## config.mk

```make
export PLATFORM = sky130hd
export DESIGN_NAME = buff_sched_top
export DESIGN_NICKNAME = d
export VERILOG_FILES = /design/src/hdl/buff_sched_pkg.sv /design/src/hdl/buff_sched_top.sv /design/src/hdl/buff_accum_bank.sv /design/src/hdl/step_counter.sv /design/src/hdl/sched_fsm.sv /design/src/hdl/buff_use_decoder.sv
export SDC_FILE = /design/constraint.sdc
export NUM_CORES = 1
export LEC_CHECK = 0
export ABC_AREA = 1
export BUFFER_PORTS_ARGS = -buffer_cell sky130_fd_sc_hd__buf_2
export CAP_MARGIN = 20
export CORE_MARGIN = 2
export CORE_UTILIZATION = 58
export DETAILED_ROUTE_END_ITERATION = 7
export GPL_ROUTABILITY_DRIVEN = 0
export PLACE_DENSITY = 0.81
export SLEW_MARGIN = 20
export SYNTH_ARGS = -nofsm -noshare
export SYNTH_HDL_FRONTEND = slang
export SYNTH_SLANG_ARGS = --single-unit
```

## constraint.sdc

```tcl
create_clock -name clk -period 2.5 [get_ports clk]
set_clock_uncertainty 0.05 [all_clocks]
set_input_delay 0.375 -clock clk [delete_from_list [all_inputs] [get_ports clk]]
set_output_delay 0.375 -clock clk [all_outputs]
set_load 0.05 [all_outputs]
```

## src/hdl/buff_sched_pkg.sv

```systemverilog
`default_nettype none

package buff_sched_pkg;

    // field widths
    localparam int STEP_W   = 5;
    localparam int SAMPLE_W = 8;
    localparam int ACC_W    = 16;

    // buffer count, also the mask width
    localparam int NUM_BUFF = 4;

    typedef logic [STEP_W-1:0]   step_t;
    typedef logic [NUM_BUFF-1:0] buff_mask_t;
    typedef logic [SAMPLE_W-1:0] sample_t;
    // 26 x 255 fits easily in 16 bits
    typedef logic [ACC_W-1:0]    acc_t;

    // final step of the fixed schedule
    localparam step_t LAST_STEP = 5'd25;

    typedef enum logic [1:0] {
        st_idle,
        st_run,
        st_done
    } sched_state_t;

    // clear zeroes the sums, run marks a live step
    typedef struct packed {
        logic clear;
        logic run;
    } sched_ctrl_t;

    typedef struct packed {
        acc_t acc3;
        acc_t acc2;
        acc_t acc1;
        acc_t acc0;
    } acc_set_t;

endpackage

`default_nettype wire
```

## src/hdl/buff_sched_top.sv

```systemverilog
`timescale 1ns/1ps
`default_nettype none

module buff_sched_top import buff_sched_pkg::*; (
    input  logic       clk,
    input  logic       rst,
    input  logic       start,
    input  sample_t    sample,
    output logic       busy,
    output logic       done,
    output buff_mask_t buff_use,
    output step_t      step,
    output acc_set_t   sums
);

    // controller outputs to counter and bank
    sched_ctrl_t ctrl;
    // final step flag back to the controller
    logic        last;

    sched_fsm sched_fsm_i (
        .clk   (clk),
        .rst   (rst),
        .start (start),
        .last  (last),
        .ctrl  (ctrl),
        .busy  (busy),
        .done  (done)
    );

    step_counter step_counter_i (
        .clk  (clk),
        .rst  (rst),
        .ctrl (ctrl),
        .step (step),
        .last (last)
    );

    // step to mask, purely combinational
    buff_use_decoder buff_use_decoder_i (
        .step     (step),
        .buff_use (buff_use)
    );

    buff_accum_bank buff_accum_bank_i (
        .clk      (clk),
        .rst      (rst),
        .ctrl     (ctrl),
        .buff_use (buff_use),
        .sample   (sample),
        .sums     (sums)
    );

endmodule

`default_nettype wire

```

## src/hdl/buff_accum_bank.sv

```systemverilog
`timescale 1ns/1ps
`default_nettype none

module buff_accum_bank import buff_sched_pkg::*; (
    input  logic        clk,
    input  logic        rst,
    input  sched_ctrl_t ctrl,
    input  buff_mask_t  buff_use,
    input  sample_t     sample,
    output acc_set_t    sums
);

    // one running sum per buffer
    acc_t acc_q [NUM_BUFF];

    // zero-extended sample for the adders
    acc_t sample_ext;

    assign sample_ext = acc_t'(sample);

    always_ff @(posedge clk) begin
        if (rst || ctrl.clear) begin
            // sums must read zero after reset as well as on start
            for (int i = 0; i < NUM_BUFF; i++) begin
                acc_q[i] <= '0;
            end
        end else if (ctrl.run) begin
            // each enabled buffer takes this cycle's sample
            for (int i = 0; i < NUM_BUFF; i++) begin
                if (buff_use[i]) begin
                    acc_q[i] <= acc_q[i] + sample_ext;
                end
            end
        end
    end

    // hold value otherwise, sums stay readable after done

    // pack the array into the output struct
    assign sums.acc0 = acc_q[0];
    assign sums.acc1 = acc_q[1];
    assign sums.acc2 = acc_q[2];
    assign sums.acc3 = acc_q[3];

endmodule

`default_nettype wire

```

## src/hdl/step_counter.sv

```systemverilog
`timescale 1ns/1ps
`default_nettype none

module step_counter import buff_sched_pkg::*; (
    input  logic        clk,
    input  logic        rst,
    input  sched_ctrl_t ctrl,
    output step_t       step,
    output logic        last
);

    // count run cycles, rest at 0 otherwise
    always_ff @(posedge clk) begin
        if (rst) begin
            step <= '0;
        end else if (!ctrl.run) begin
            step <= '0;
        end else if (last) begin
            // wrap together with the fsm leaving run
            step <= '0;
        end else begin
            step <= step + 5'd1;
        end
    end

    // the one compare against the schedule end
    assign last = (step == LAST_STEP);

endmodule

`default_nettype wire

```

## src/hdl/sched_fsm.sv

```systemverilog
`timescale 1ns/1ps
`default_nettype none

module sched_fsm import buff_sched_pkg::*; (
    input  logic        clk,
    input  logic        rst,
    input  logic        start,
    input  logic        last,
    output sched_ctrl_t ctrl,
    output logic        busy,
    output logic        done
);

    sched_state_t state;
    sched_state_t state_nxt;

    // state register
    always_ff @(posedge clk) begin
        if (rst) begin
            state <= st_idle;
        end else begin
            state <= state_nxt;
        end
    end

    // next state
    always_comb begin
        state_nxt = state;
        case (state)
            st_idle: begin
                // start only counts here, ignored while busy
                if (start) begin
                    state_nxt = st_run;
                end
            end
            st_run: begin
                // leave after the last step has been accumulated
                if (last) begin
                    state_nxt = st_done;
                end
            end
            st_done: begin
                state_nxt = st_idle;
            end
            default: begin
                state_nxt = st_idle;
            end
        endcase
    end

    // clear fires in the idle cycle that sees start
    assign ctrl.clear = (state == st_idle) && start;
    assign ctrl.run   = (state == st_run);

    // busy spans run plus the single done cycle
    assign busy = (state != st_idle);
    assign done = (state == st_done);

endmodule

`default_nettype wire

```

## src/hdl/buff_use_decoder.sv

```systemverilog
`timescale 1ns/1ps
`default_nettype none

module buff_use_decoder import buff_sched_pkg::*; (
    input  step_t      step,
    output buff_mask_t buff_use
);

    // complemented step bits
    step_t step_n;

    // product terms per mask bit
    logic [8:0] product3;
    logic [6:0] product2;
    logic [4:0] product1;
    logic [4:0] product0;

    // partial sums per mask bit
    logic [2:0] sum3;
    logic [1:0] sum2;
    logic [1:0] sum1;
    logic [1:0] sum0;

    // final sop value per mask bit
    logic [NUM_BUFF-1:0] sum;

    assign step_n = ~step;

    // bit 3 covers steps 5 6 9 10 11 12 17 19 20 21 24 25
    assign product3[0] = step_n[4] & step[3]   & step[2]   & step_n[1] & step_n[0]; // 01100
    assign product3[1] = step[4]   & step[3]   & step_n[2] & step_n[1] & step_n[0]; // 11000
    assign product3[2] = step_n[4] & step_n[3] & step[2]   & step[1]   & step_n[0]; // 00110
    assign product3[3] = step[4]   & step_n[3] & step_n[2] & step[1]   & step[0];   // 10011
    assign product3[4] = step_n[4] & step[3]   & step_n[2] & step[1]   & step_n[0]; // 01010
    assign product3[5] = step_n[4] & step[3]   & step_n[2] & step[0];               // 010-1
    assign product3[6] = step[4]   & step_n[2] & step_n[1] & step[0];               // 1-001
    assign product3[7] = step_n[3] & step[2]   & step_n[1] & step[0];               // -0101
    assign product3[8] = step[4]   & step_n[3] & step[2]   & step_n[1];             // 1010-

    // three groups of three, then one more or
    assign sum3[0] = |product3[2:0];
    assign sum3[1] = |product3[5:3];
    assign sum3[2] = |product3[8:6];
    assign sum[3]  = |sum3;

    // bit 2 covers steps 6 7 10 12 13 14 19 21
    assign product2[0] = step[4]   & step_n[3] & step[2]   & step_n[1] & step[0];   // 10101
    assign product2[1] = step_n[4] & step_n[3] & step[2]   & step[1]   & step[0];   // 00111
    assign product2[2] = step_n[4] & step_n[3] & step[2]   & step[1]   & step_n[0]; // 00110
    assign product2[3] = step[4]   & step_n[3] & step_n[2] & step[1]   & step[0];   // 10011
    assign product2[4] = step_n[4] & step[3]   & step_n[2] & step[1]   & step_n[0]; // 01010
    assign product2[5] = step_n[4] & step[3]   & step[2]   & step_n[1];             // 0110-
    assign product2[6] = step_n[4] & step[3]   & step[2]   & step_n[0];             // 011-0

    assign sum2[0] = |product2[3:0];
    assign sum2[1] = |product2[6:4];
    assign sum[2]  = sum2[0] | sum2[1];

    // bit 1 covers steps 7 8 12 14 16 17 22 23
    assign product1[0] = step_n[4] & step_n[3] & step[2]   & step[1]   & step[0];   // 00111
    assign product1[1] = step_n[4] & step[3]   & step_n[1] & step_n[0];             // 01-00
    assign product1[2] = step[4]   & step_n[3] & step[2]   & step[1];               // 1011-
    assign product1[3] = step[4]   & step_n[3] & step_n[2] & step_n[1];             // 1000-
    assign product1[4] = step_n[4] & step[3]   & step[2]   & step_n[0];             // 011-0

    assign sum1[0] = |product1[2:0];
    assign sum1[1] = product1[3] | product1[4];
    assign sum[1]  = sum1[0] | sum1[1];

    // bit 0 covers steps 9 10 16 17 18 19 23 24
    assign product0[0] = step_n[4] & step[3]   & step_n[2] & step_n[1] & step[0];   // 01001
    assign product0[1] = step[4]   & step[3]   & step_n[2] & step_n[1] & step_n[0]; // 11000
    assign product0[2] = step[4]   & step_n[3] & step[1]   & step[0];               // 10-11
    assign product0[3] = step_n[4] & step[3]   & step_n[2] & step[1]   & step_n[0]; // 01010
    assign product0[4] = step[4]   & step_n[3] & step_n[2];                         // 100--

    assign sum0[0] = |product0[2:0];
    assign sum0[1] = product0[3] | product0[4];
    assign sum[0]  = sum0[0] | sum0[1];

    // no term hits steps 26 to 31, so those give an empty mask
    assign buff_use = sum;

endmodule

`default_nettype wire

```

# --- Word level (Yosys, flattened, before mapping) ---
# Memories as Yosys holds them, arrays and structs flattened.
# Cells that the tools add are included.
word_totals:
  ff_bits: 7
  latch_bits: 0
  ram_bits: 64
  mem_bits_ro: 0
  input_bits: 11
  out_inout_bits: 75
  memories: 1
memory_table:
  columns: ["name", "words", "width", "rd", "rd_ports_with_merged_regs", "wr", "line", "rtl"]
  rows:
  - ["buff_accum_bank_i.acc_q", 4, 16, 4, 0, 4, "buff_accum_bank.sv:14", "acc_t acc_q [NUM_BUFF];"]
op_classes:
  addsub: 5
  multipliers: 0
  n_div: 0
  order_cmp: 0
  n_eq_ne: 5
  shifts: 0
  n_mux: 25
  n_bitwise: 50
  n_reduce_logical: 11
op_table:
  columns: ["cell", "n"]
  rows:
  - ["$add 16x8->16", 4]
  - ["$mux 16", 4]
  - ["$and 1x1->1", 39]
  - ["$mux 1", 18]
  - ["$reduce_or 3->1", 4]
  - ["$or 1x1->1", 9]
  - ["$reduce_or 9->1", 1]
  - ["$add 5x1->5 const B", 1]
  - ["$eq 5x5->1 const B", 1]
  - ["$not 5->5", 1]
  - ["$mux 2", 2]
  - ["$ne 2x2->1 const B", 2]
  - ["$pmux 2 s2", 1]
  - ["$reduce_or 4->1", 1]
  - ["$eq 2x1->1 const B", 1]
  - ["$eq 2x2->1 const B", 1]
  - ["$logic_not 2->1", 1]
  - ["$reduce_and 2->1", 1]
  - ["$reduce_bool 2->1", 1]
  - ["$logic_and 1x1->1", 1]
  - ["$logic_or 1x1->1", 1]
  - ["$not 1->1", 1]

# --- Logic depth before layout (Yosys ltp) ---
# Gate-level depths: netlist of the first run.
depth:
  word_depth: 12
  ltp_mapped: 12

# --- Modules after synthesis ---
# From an unflattened synthesis of the first run, not the netlist that was laid out.
hier_totals:
  cells_unflattened: 789
  area_unflattened_um2: 5581.6
by_module_without_submodules:
  columns: ["mod", "instances", "cells_per_inst", "area_each_um2"]
  rows:
  - ["buff_accum_bank", 1, 695, 5003.5]
  - ["step_counter", 1, 32, 239.0]
  - ["buff_use_decoder", 1, 47, 234.0]
  - ["sched_fsm", 1, 15, 105.1]

# --- Worst setup path after synthesis of the first run ---
# Ideal clock, no wire load.
synth_path:
  path_type: "reg-to-reg"
  startpoint: "register step_counter_i.step[0]"
  endpoint: "memory buff_accum_bank_i.acc_q[1][0] in the netlist's numbering (enable)"
  setup_ns: 0.362
  arrival_ns: 1.921
  required_time_ns: 2.088
  slack_ns: 0.167
  stages_incl_launch_ff: 8
  path_buffers: 0
  period_less_slack_ns: 2.333
  path_cell_list: "dfxtp_1 > inv_2 > nand2_2 > nor2_4 > o21ai_1 > nand3_2 > nand2_1 > nand2_1"
synth_rtl:
  columns: ["element", "line", "rtl"]
  rows:
  - ["start, declared", "step_counter.sv:8", "output step_t step,"]
  - ["start signal, assigned", "step_counter.sv:22", "step <= step + 5'd1;"]
  - ["end, declared", "buff_accum_bank.sv:14", null]

# --- Final worst setup path of the first run ---
layout_path:
  startpoint: "register step_counter_i.step[2]"
  endpoint: "output buff_use[3]"
layout_via:
  elab_chain_cells: 5
layout_rtl:
  columns: ["element", "line", "rtl"]
  rows:
  - ["$not 5->5", "buff_use_decoder.sv:27", "assign step_n = ~step;"]
  - ["$and 1x1->1 (on tied branches) (3 in series)", null, null]
  - ["$reduce_or 9->1 *", "buff_use_decoder.sv:44", "assign sum[3] = |sum3;"]
  - ["end, declared", "buff_sched_top.sv:11", "output buff_mask_t buff_use,"]
# Every way passes the cells marked *; elsewhere a longest branch is shown, timed or not.

==> metrics.md, run 1 <==
| Metric | Value |
|---|---|
| CP Data Arrival Time | 1.91 ns |
| Critical Path RT | 2.08 ns |
| DR WL/cell | 13.1 um |
| Crit path kind | reg2out |
| DIE AREA | 10500 um^2 |
| Critical Path Stages | 7 |
| HP Class | in2reg |
| Global-route usage over all layers | 25.1% |
| Register area share after synthesis | 36.6% |
| Post-DP HPWL | 9830 um |
| Worst ir drop on vdd | 0.000330 V |
| Critical-path cell list | nor2_2 > nor2_1 > nand2_1 > nand2_1 > nand2_1 > nand3_4 > buf_2 |
| Worst r2r path cells | 9 |
| Yosys cell types | 38 |
| Crit path from | step_counter_i.step[2] |
| Nets | 883 |
| Power Density | 504 nW/um^2 |
| Initial antenna violation count | 0 |
| # rows | 35 |
| Final-report max-slew violation count | 0 |
| Diode count | 0 |
| Final setup fails | 0 |
| 1st-pass router iterations | 5 |
| Netlist Area Pre-Place | 5640 um^2 |
| Max stage delay on crit path | 0.69 ns |
| Syn Area/Cell | 7.60 um^2 |
| Clock Sinks | 71 |
| Final worst path period share | 93.6% |
| Hold buffer count at cts | 0 |
| Vias in the first global route | 4761 |
| Routed wire length | 12700 um |
| 1st-iter DRT viols | 179 |
| H-tree depth | 3 |
| Leakage power | 0.00317 uW |
| Die W | 103 um |
| Number of synthesized flops with an enable pin | 64 |
| Gate Count Post-Synth | 742 |
| Hold Crit Depth | 2 |
| Min cycle time layout | 2.34 ns |
| CTS tree | done |
| Max transition margin | 61.9% |
| RSZ-0062 raised after global routing | no |
| Total power after layout | 3200 uW |
| Post-synth top cells | nand2_1 (218), inv_1 (108), nor2_1 (84), edfxtp_1 (64), nand3_1 (46) |
| Reg-to-Reg Start | step_counter_i.step[2] |
| Setup total negative slack | 0 ns |
| Layout cells sized above 1 | 19.5% |
| Routed Antenna Nets | 0 |
| Crit end category | output port |
| # DRC | 0 |
| Min-Delay Startpoint | rst |
| Least-Margin Pin Slew | 0.570 ns |
| Initial core utilization | 60.5% |
| CP max FO | 13 |
| Cts bufs inserted | 9 |
| Status | finished clean |
| Max-cap violation count | 0 |
| Final core utilization | 68.2% |
| Final Cell Area | 6360 um^2 |
| Post-cts sizing count | 0 |
| Core area | 9330 um^2 |
| Clock-pin slew on the worst setup and hold paths | 0.08 ns |
| Critical-path top delay cell | dfxtp_1 |
| Total congestion overflow | 0 |
| First-pass GRT wire length | 20800 um |
| Largest area contributor in the netlist | edfxtp_1 |
| Delay-heaviest family, CP | flip-flops |
| Placed Area | 6160 um^2 |
| Root buffer cell | clkbuf_8 |
| Most common cell in the netlist | nand2_1 |
| Flops & latches, synth | 71 |
| Die Ht | 103 um |
| Synth area leaders | edfxtp_1 (34%), nand2_1 (15%), ha_1 (7.5%) |
| Setup Fix Bufs, Post-CTS | 0 |
| DR vias/cell | 5.17 |
| Share of the synthesized area in the top cell type | 34.1% |
| Main synth FF type | edfxtp_1 |
| Final hold slack | 0.159 ns |
| Via count | 5000 |
| Critical path launch point type | flop |
| WP buf/inv | 1 |
| Fin. Hold Viols | 0 |
| IO buf count | 85 |
| Synth Warn # | 0 |
| Max Clock Freq | 427 MHz |
| Filler cells | 791 |
| Area growth syn-to-layout | 12.8% |
| Ports | 86 |
| FFs w/ async S/R, synth | 0% |
| Syn_nets | 791 |
| Clock Tree Buf Depth | 2 |
| Largest net degree at the start of global routing | 17 |
| Clk_lat worst skew | 0.35 ns |
| CP dominant cell by count | nand2_1 |
[area by class of cell]
cell class / count / area, um^2 / share of cell area, %
Multi-Input combinational cell: 545 / 3040 / 47.7
Sequential cell: 71 / 2060 / 32.4
Timing Repair Buffer: 89 / 455 / 7.16
Inverter: 118 / 443 / 6.96
Clock buffer: 13 / 181 / 2.85
Tap cell: 129 / 161 / 2.54
Clock inverter: 3 / 21.3 / 0.334
[worst paths after layout]
check	end	slack [ns]
hold / removal	sched_fsm_i.state[1]	0.16
setup reg to reg	buff_accum_bank_i.acc_q[3][8]	0.45
setup / recovery	buff_use[3]	0.16
hold reg to reg	sched_fsm_i.state[1]	0.49
[state kept, by name, indices dropped and copies added, names as in the netlist]
signal                   flops
buff_accum_bank_i.acc_q     64
sched_fsm_i.state            2
step_counter_i.step          5
[per-layer routing]
layer / wire [um] / global-route usage (%) / up-vias
met3: 578 / 4.14 / 31
met5: 0 / 0 / -
li1: - / - / 2549
met2: 6080 / 43.3 / 138
met1: 5700 / 31.3 / 2282
met4: 341 / 10.4 / 0
[logic make-up after synthesis]
family          after synthesis  share of synthesized area (%)
compound gates               55                           5.68
fa+ha+maj                    38                           8.96
xor+xnor                     24                           3.73
simple gates                428                           35.5
buf+inv                     126                           9.61
flops                        71                           36.6
[through the flow]
step / setup slack, ns / std cells
2_1_floorplan: 0.167 / 742
3_3_place_gp: 0.414 / 952
3_5_place_dp: 0.342 / 952
4_1_cts: 0.166 / 968
5_1_grt: 0.0413 / 968
6_report: 0.161 / 968
[layout by cell type (no fill, tap or decap), drive strengths merged]
master / instances
nor3: 7
nor3b: 2
a21o: 2
o21ai: 8
edfxtp: 64
nand2: 224
and2: 10
xor2: 20
clkinvlp: 1
xnor2: 4
o21a: 3
dfxtp: 7
clkinv: 2
or2: 6
a21oi: 41
inv: 118
a21boi: 1
clkbuf: 13
nor2: 109
buf: 89
nand4: 5
and3: 1
nand3: 52
nand3b: 11
ha: 34
fa: 4
nor4: 1
[report_power, final]
group,internal (uW),total (uW),leakage (uW),switching [uW]
combinational,225,835,0.00232,609
clock,485,941,0.000100,457
sequential,1360,1430,0.000752,65.6
No activity file was read; power rests on OpenSTA's default activity.
==> run 2, diff against run 1 <==
--- a/config.mk
+++ b/config.mk
@@ -5,11 +5,10 @@
 export SDC_FILE = /design/constraint.sdc
 export NUM_CORES = 1
 export LEC_CHECK = 0
-export ABC_AREA = 1
 export BUFFER_PORTS_ARGS = -buffer_cell sky130_fd_sc_hd__buf_2
 export CAP_MARGIN = 20
 export CORE_MARGIN = 2
-export CORE_UTILIZATION = 58
+export CORE_UTILIZATION = 57
 export DETAILED_ROUTE_END_ITERATION = 7
 export GPL_ROUTABILITY_DRIVEN = 0
 export PLACE_DENSITY = 0.81
==> run 2 against run 1 <==
Against the previous run: clock power is 8% higher; via count is 23% lower; hold slack better by 0.11 ns; final cell count is 31% lower; non-clock buffer count is 6 higher; critical endpoint unchanged; largest cell class unchanged.
==> metrics.md, run 2 <==
| Metric | Value |
|---|---|
| Synth Warn # | 0 (unchanged) |
| Setup Fix Bufs, Post-CTS | 0 (unchanged) |
| Final worst path period share | 93.9% (+0.33 points) |
| H-tree depth | 3 (unchanged) |
| Crit end category | output port |
| Flops & latches, synth | 71 (unchanged) |
| Clock Sinks | 71 (unchanged) |
| Die Ht | 95.2 um (-7.2%) |
| FFs w/ async S/R, synth | 0% (unchanged) |
| Main synth FF type | edfxtp_1 |
| IO buf count | 85 (unchanged) |
| Initial antenna violation count | 0 (unchanged) |
| Critical-path cell list | buf_4 > nor2b_1 > o21ai_0 > a21oi_4 > or2_1 > clkbuf_4 |
| Max Clock Freq | 426 MHz (-0.35%) |
| Largest net degree at the start of global routing | 17 (unchanged) |
| Via count | 3849 (-23%) |
| Yosys cell types | 60 (+58%) |
| Post-synth top cells | edfxtp_1 (64), nor2_1 (54), ha_1 (34), o21ai_0 (29), a21oi_1 (28) |
| Cts bufs inserted | 9 (unchanged) |
| HP Class | in2reg |
| DR vias/cell | 5.78 (+12%) |
| Setup slack at placement | 0.00650 ns (-0.335 ns) |
| Most common cell in the netlist | edfxtp_1 |
| Nets | 605 (-31%) |
| Most frequent cells in the layout | buf_2 (84), edfxtp_1 (64), nor2_1 (54) |
| Filler cells | 661 (-16%) |
| Routed Antenna Nets | 0 (unchanged) |
| Share of the synthesized area in the top cell type | 40.5% (+6.4 points) |
| Ports | 86 (unchanged) |
| Leakage power | 0.00233 uW (-26%) |
| Setup total negative slack | 0 ns (unchanged) |
| Critical Path RT | 2.08 ns (about the same) |
| Root buffer cell | clkbuf_8 |
| Final-report max-slew violation count | 0 (unchanged) |
| Max stage delay on crit path | 0.33 ns (-0.36 ns) |
| Syn_nets | 510 (-36%) |
| Global-route usage over all layers | 25.0% (-0.089 points) |
| # DRC | 0 (unchanged) |
| Max reg flops | 64 (unchanged) |
| Diode count | 0 (unchanged) |
| Biggest register | buff_accum_bank_i.acc_q |
| Total power after layout | 3170 uW (-1.2%) |
| Multi-input gate area | 2590 um^2 (-15%) |
| Met1 Routed Length | 4880 um (-14%) |
| Final setup margin | 0.152 ns (-0.00823 ns) |
| Number of synthesized flops with an enable pin | 64 (unchanged) |
| Layout cells sized above 1 | 25.5% (+5.9 points) |
| Top Metal Used | met4 |
| Crit path kind | reg2out |
| Post-DP HPWL | 7800 um (-21%) |
| Post-cts sizing count | 0 (unchanged) |
| Min cycle time layout | 2.35 ns (+0.00823 ns) |
| Register area share after synthesis | 43.5% (+6.9 points) |
| CTS tree | done |
| # rows | 33 (-5.7%) |
| Largest regs | buff_accum_bank_i.acc_q (64), step_counter_i.step (5), sched_fsm_i.state (2) |
| 1st-pass router iterations | 4 (-1) |
| Clk_lat worst skew | 0.35 ns (about the same) |
| Least-Margin Pin Slew | 0.516 ns (-0.0542 ns) |
| Initial core utilization | 58.3% (-2.1 points) |
| CP max FO | 13 (unchanged) |
| Status | finished clean |
| Max transition margin | 65.5% (+3.6 points) |
| Synth area leaders | edfxtp_1 (41%), ha_1 (9.0%), xor2_1 (5.0%) |
| Netlist Area Pre-Place | 4740 um^2 (-16%) |
| WL met3 | 529 um (-8.5%) |
| DIE AREA | 9070 um^2 (-14%) |
| DR WL/cell | 16.0 um (+22%) |
| Metal2 WL | 5120 um (-16%) |
| Area growth syn-to-layout | 16.8% |
| Vias in the first global route | 3746 (-21%) |
| 1st-iter DRT viols | 192 (+7.3%) |
| Final setup fails | 0 (unchanged) |
| Reg area | 2060 um^2 (+0.12%) |
| Core area | 8130 um^2 (-13%) |
| RSZ-0062 raised after global routing | no |
| Hold buffer count at cts | 0 (unchanged) |
| Critical path launch point type | flop |
| CP Data Arrival Time | 1.92 ns (about the same) |
| Clock-pin slew on the worst setup and hold paths | 0.08 ns (about the same) |
| Critical-path top delay cell | dfxtp_1 |
| Routed wire length | 10700 um (-16%) |
| Worst ir drop on vdd | 0.000282 V (-15%) |
| Fin. Hold Viols | 0 (unchanged) |
| Gate Count Post-Synth | 461 (-38%) |
| Total congestion overflow | 0 (unchanged) |
| First-pass GRT wire length | 17700 um (-15%) |
| Die W | 95.2 um (-7.2%) |
| Syn Area/Cell | 10.3 um^2 (+35%) |
| Power Density | 572 nW/um^2 (+13%) |
| Largest area contributor in the netlist | edfxtp_1 |
| Max-cap violation count | 0 (unchanged) |
| Leading cell type in the layout, fill and taps excluded | buf_2 |
| Clock Tree Buf Depth | 2 (unchanged) |
## run 2: final cells by class
type	count	share of cell area, %
multi-input combinational	368	46.7
sequential	71	37.2
timing repair buffer	95	9.07
tap	105	2.37
clock buffer	10	2.30
clock inverter	6	1.53
inverter	11	0.745
## run 2: kinds of logic after synthesis
logic type / count (synthesis) / synth area share [%]
AND/OR/NAND/NOR: 162 / 17.7
AO/OA/AOI/OAI: 121 / 17.1
flip-flops: 71 / 43.5
XOR/XNOR: 47 / 8.68
adder cells (fa/ha/maj): 38 / 10.7
buffers and inverters: 22 / 2.40
## run 2: path summary, 6_finish.rpt
| kind | startpoint | endpoint | slack (ns) | depth (start not counted) |
|---|---|---|---|---|
| setup / recovery | step_counter_i.step[1] | buff_use[3] | 0.15 | 6 |
| hold reg to reg | step_counter_i.step[0] | step_counter_i.step[0] | 0.48 | 1 |
| setup reg to reg | buff_accum_bank_i.acc_q[1][0] | buff_accum_bank_i.acc_q[1][6] | 0.17 | 7 |
| hold / removal | rst | sched_fsm_i.state[0] | 0.27 | 2 |
## run 2: critical path: cells and delay by family (launching register included)
family / cells / cell delay [ns]
AO/OA/AOI/OAI: 2 / 0.43
buffers and inverters: 2 / 0.40
flip-flops: 1 / 0.33
AND/OR/NAND/NOR: 2 / 0.42
## run 2: per-layer routing
layer | track usage (%) | vias to the layer above
met2 | 40.8 | 103
met5 | 0 | -
met3 | 4.11 | 10
met4 | 8.82 | 0
li1 | - | 1910
met1 | 33.7 | 1826
## run 2: report_power, final
part           internal, uW  leakage, uW  switching [uW]
registers              1360     0.000764            61.4
clock network           559     0.000102             458
logic                   219      0.00147             511
## run 2: through the flow
stage / util [%] / hold slack [ns] / instance area [um^2] / instances
finish: 68.1 / 0.270 / 5540 / 666
global route: 68.1 / 0.263 / 5540 / 666
CTS: 68.1 / 0.252 / 5540 / 666
detailed placement: 65.5 / 0.493 / 5330 / 650
global placement: 65.5 / 0.459 / 5330 / 650
floorplan: - / 0.402 / 4770 / 461
==> run 3, diff against run 2 <==
--- a/config.mk
+++ b/config.mk
@@ -7,11 +7,11 @@
 export LEC_CHECK = 0
 export BUFFER_PORTS_ARGS = -buffer_cell sky130_fd_sc_hd__buf_2
 export CAP_MARGIN = 20
+export CORE_ASPECT_RATIO = 0.6
 export CORE_MARGIN = 2
-export CORE_UTILIZATION = 57
+export CORE_UTILIZATION = 30
 export DETAILED_ROUTE_END_ITERATION = 7
 export GPL_ROUTABILITY_DRIVEN = 0
-export PLACE_DENSITY = 0.81
 export SLEW_MARGIN = 20
 export SYNTH_ARGS = -nofsm -noshare
 export SYNTH_HDL_FRONTEND = slang
==> run 3 against run 2 <==
Against the previous run: register-to-register slack got worse by 0.06 ns; largest cell class unchanged; sequential share of layout area down 1.6 points; maximum frequency down 1.7%; combinational power rose by 2%; critical endpoint is now buff_accum_bank_i.acc_q[0][10]; sequential power about the same; highest routed layer unchanged; routed wire length grew 15%; sequential cell count unchanged; final cell count up 15%.
==> metrics.md, run 3 (synthesis gave the netlist of run 2 again) <==
| Metric | Value |
|---|---|
| Status | finished clean |
| Setup slack at placement | -0.00239 ns (-0.00889 ns) |
| Ports | 86 (unchanged) |
| Power Density | 602 nW/um^2 (+5.3%) |
| Crit path from | buff_accum_bank_i.acc_q[0][0] |
| Max transition margin | 62.9% (-2.6 points) |
| Max stage delay on crit path | 0.41 ns (+0.08 ns) |
| Global-route usage over all layers | 14.4% (-11 points) |
| DIE AREA | 16900 um^2 (+86%) |
| DR WL/cell | 16.0 um (-0.27%) |
| First-pass GRT wire length | 19200 um (+8.6%) |
| Critical Path Stages | 7 (+1) |
| Least-Margin Pin Slew | 0.555 ns (+0.0388 ns) |
| Final setup fails | 0 (unchanged) |
| Post-DP HPWL | 9070 um (+16%) |
| Total congestion overflow | 0 (unchanged) |
| Reg-to-reg slack, setup | 0.11 ns (-0.06 ns) |
| Worst setup path endpoint | buff_accum_bank_i.acc_q[0][10] |
| Fin. Hold Viols | 0 (unchanged) |
| # rows | 35 (+6.1%) |
| HP Class | in2reg |
| Initial antenna violation count | 0 (unchanged) |
| Core area | 15400 um^2 (+90%) |
| Die Ht | 101 um (+6.5%) |
| Reg2reg end | buff_accum_bank_i.acc_q[0][10] |
| Setup Fix Bufs, Post-CTS | 0 (unchanged) |
| Layout cells sized above 1 | 26.0% (+0.53 points) |
| Largest net degree at the start of global routing | 17 (unchanged) |
| Critical path launch point type | flop |
| Final hold slack | 0.277 ns (+0.00637 ns) |
| CP max FO | 5 (-8) |
| Delay-heaviest family, CP | compound AO/OA/AOI/OAI gates |
| Vias in the first global route | 3622 (-3.3%) |
| Crit path kind | reg2reg |
| RSZ-0062 raised after global routing | no |
| IO buf count | 85 (unchanged) |
| Crit end category | flop |
| Via count | 3836 (-0.34%) |
| Clock Tree Buf Depth | 2 (unchanged) |
| Biggest register | buff_accum_bank_i.acc_q |
| Total power after layout | 3490 uW (+10%) |
| Leading cell type in the layout, fill and taps excluded | buf_2 |
| Worst r2r path cells | 7 (unchanged) |
| Critical Path RT | 2.52 ns (+0.44 ns) |
| Initial core utilization | 30.8% (-28 points) |
| 1st-iter DRT viols | 219 (+14%) |
| Largest regs | buff_accum_bank_i.acc_q (64), step_counter_i.step (5), sched_fsm_i.state (2) |
| Area growth syn-to-layout | 22.2% |
| # DRC | 0 (unchanged) |
| DR vias/cell | 4.99 (-14%) |
| Leakage power | 0.00240 uW (+3.0%) |
| Critical-path cell list | ha_1 > fa_1 > a21o_1 > a221oi_4 > o21ai_0 > xnor2_1 > nor2_1 |
| H-tree depth | 3 (unchanged) |
| Final worst path period share | 95.5% (+1.6 points) |
| Critical-path top delay cell | fa_1 |
| Clock-pin slew on the worst setup and hold paths | 0.06 ns (-0.02 ns) |
| Routed Antenna Nets | 0 (unchanged) |
| Root buffer cell | clkbuf_16 |
| Max-cap violation count | 0 (unchanged) |
| Hold buffer count at cts | 0 (unchanged) |
| CP Data Arrival Time | 2.41 ns (+0.49 ns) |
| Worst ir drop on vdd | 0.000313 V (+11%) |
| Final-report max-slew violation count | 0 (unchanged) |
| Reg-to-Reg Start | buff_accum_bank_i.acc_q[0][0] |
| Clk_lat worst skew | 0.33 ns (-0.02 ns) |
| 1st-pass router iterations | 4 (unchanged) |
| Max reg flops | 64 (unchanged) |
| Final setup margin | 0.112 ns (-0.0405 ns) |
| Diode count | 0 (unchanged) |
| Cts bufs inserted | 9 (unchanged) |
| Max Clock Freq | 419 MHz (-1.7%) |
| Die W | 166 um (+75%) |
| Min cycle time layout | 2.39 ns (+0.0405 ns) |
| Clock Sinks | 71 (unchanged) |
| Routed wire length | 12300 um (+15%) |
| CTS tree | done |
| Post-cts sizing count | 0 (unchanged) |
| Most frequent cells in the layout | buf_2 (85), edfxtp_1 (64), nor2_1 (54) |
| WP buf/inv | 0 (-2) |
| Nets | 609 (+0.66%) |
-- run 3: worst min path at each step --
stage,start,endpoint,slack (ns),depth (start not counted)
after floorplan,rst,sched_fsm_i.state[1],0.40,1
after global placement,sched_fsm_i.state[1],sched_fsm_i.state[1],0.46,1
after detailed placement,sched_fsm_i.state[1],sched_fsm_i.state[1],0.46,1
after CTS,rst,sched_fsm_i.state[0],0.26,2
after global routing,rst,sched_fsm_i.state[0],0.27,2
final,rst,sched_fsm_i.state[0],0.28,2
-- run 3: routing by layer --
layer / vias to the layer above / global-route usage, % / wire [um]
met1: 1814 / 19.6 / 6000
li1: 1912 / - / -
met4: 0 / 3.05 / 94
met3: 10 / 4.96 / 779
met5: - / 0 / 0
met2: 100 / 22.4 / 5380
-- run 3: stage by stage --
stage	utilization (%)	TNS (ns)	std cells	instance area [um^2]
after detailed placement	35.5	-0.00466	752	5480
final	37.6	0	768	5800
after floorplan	-	-3.19	461	4770
after global routing	37.6	0	768	5800
after CTS	37.5	0	768	5780
after global placement	35.5	0	752	5480
-- run 3: final cells by class --
cell class | instances | area, um^2
clock buffer | 12 | 256
multi-input combinational | 368 | 2610
timing repair buffer | 99 | 531
clock inverter | 4 | 43.8
fill | 1538 | 9620
sequential | 71 | 2060
inverter | 11 | 41.3
tap | 203 | 254
-- run 3: power by group --
group	internal, uW	switching, uW
clock	821	494
sequential	1360	62.8
combinational	225	523
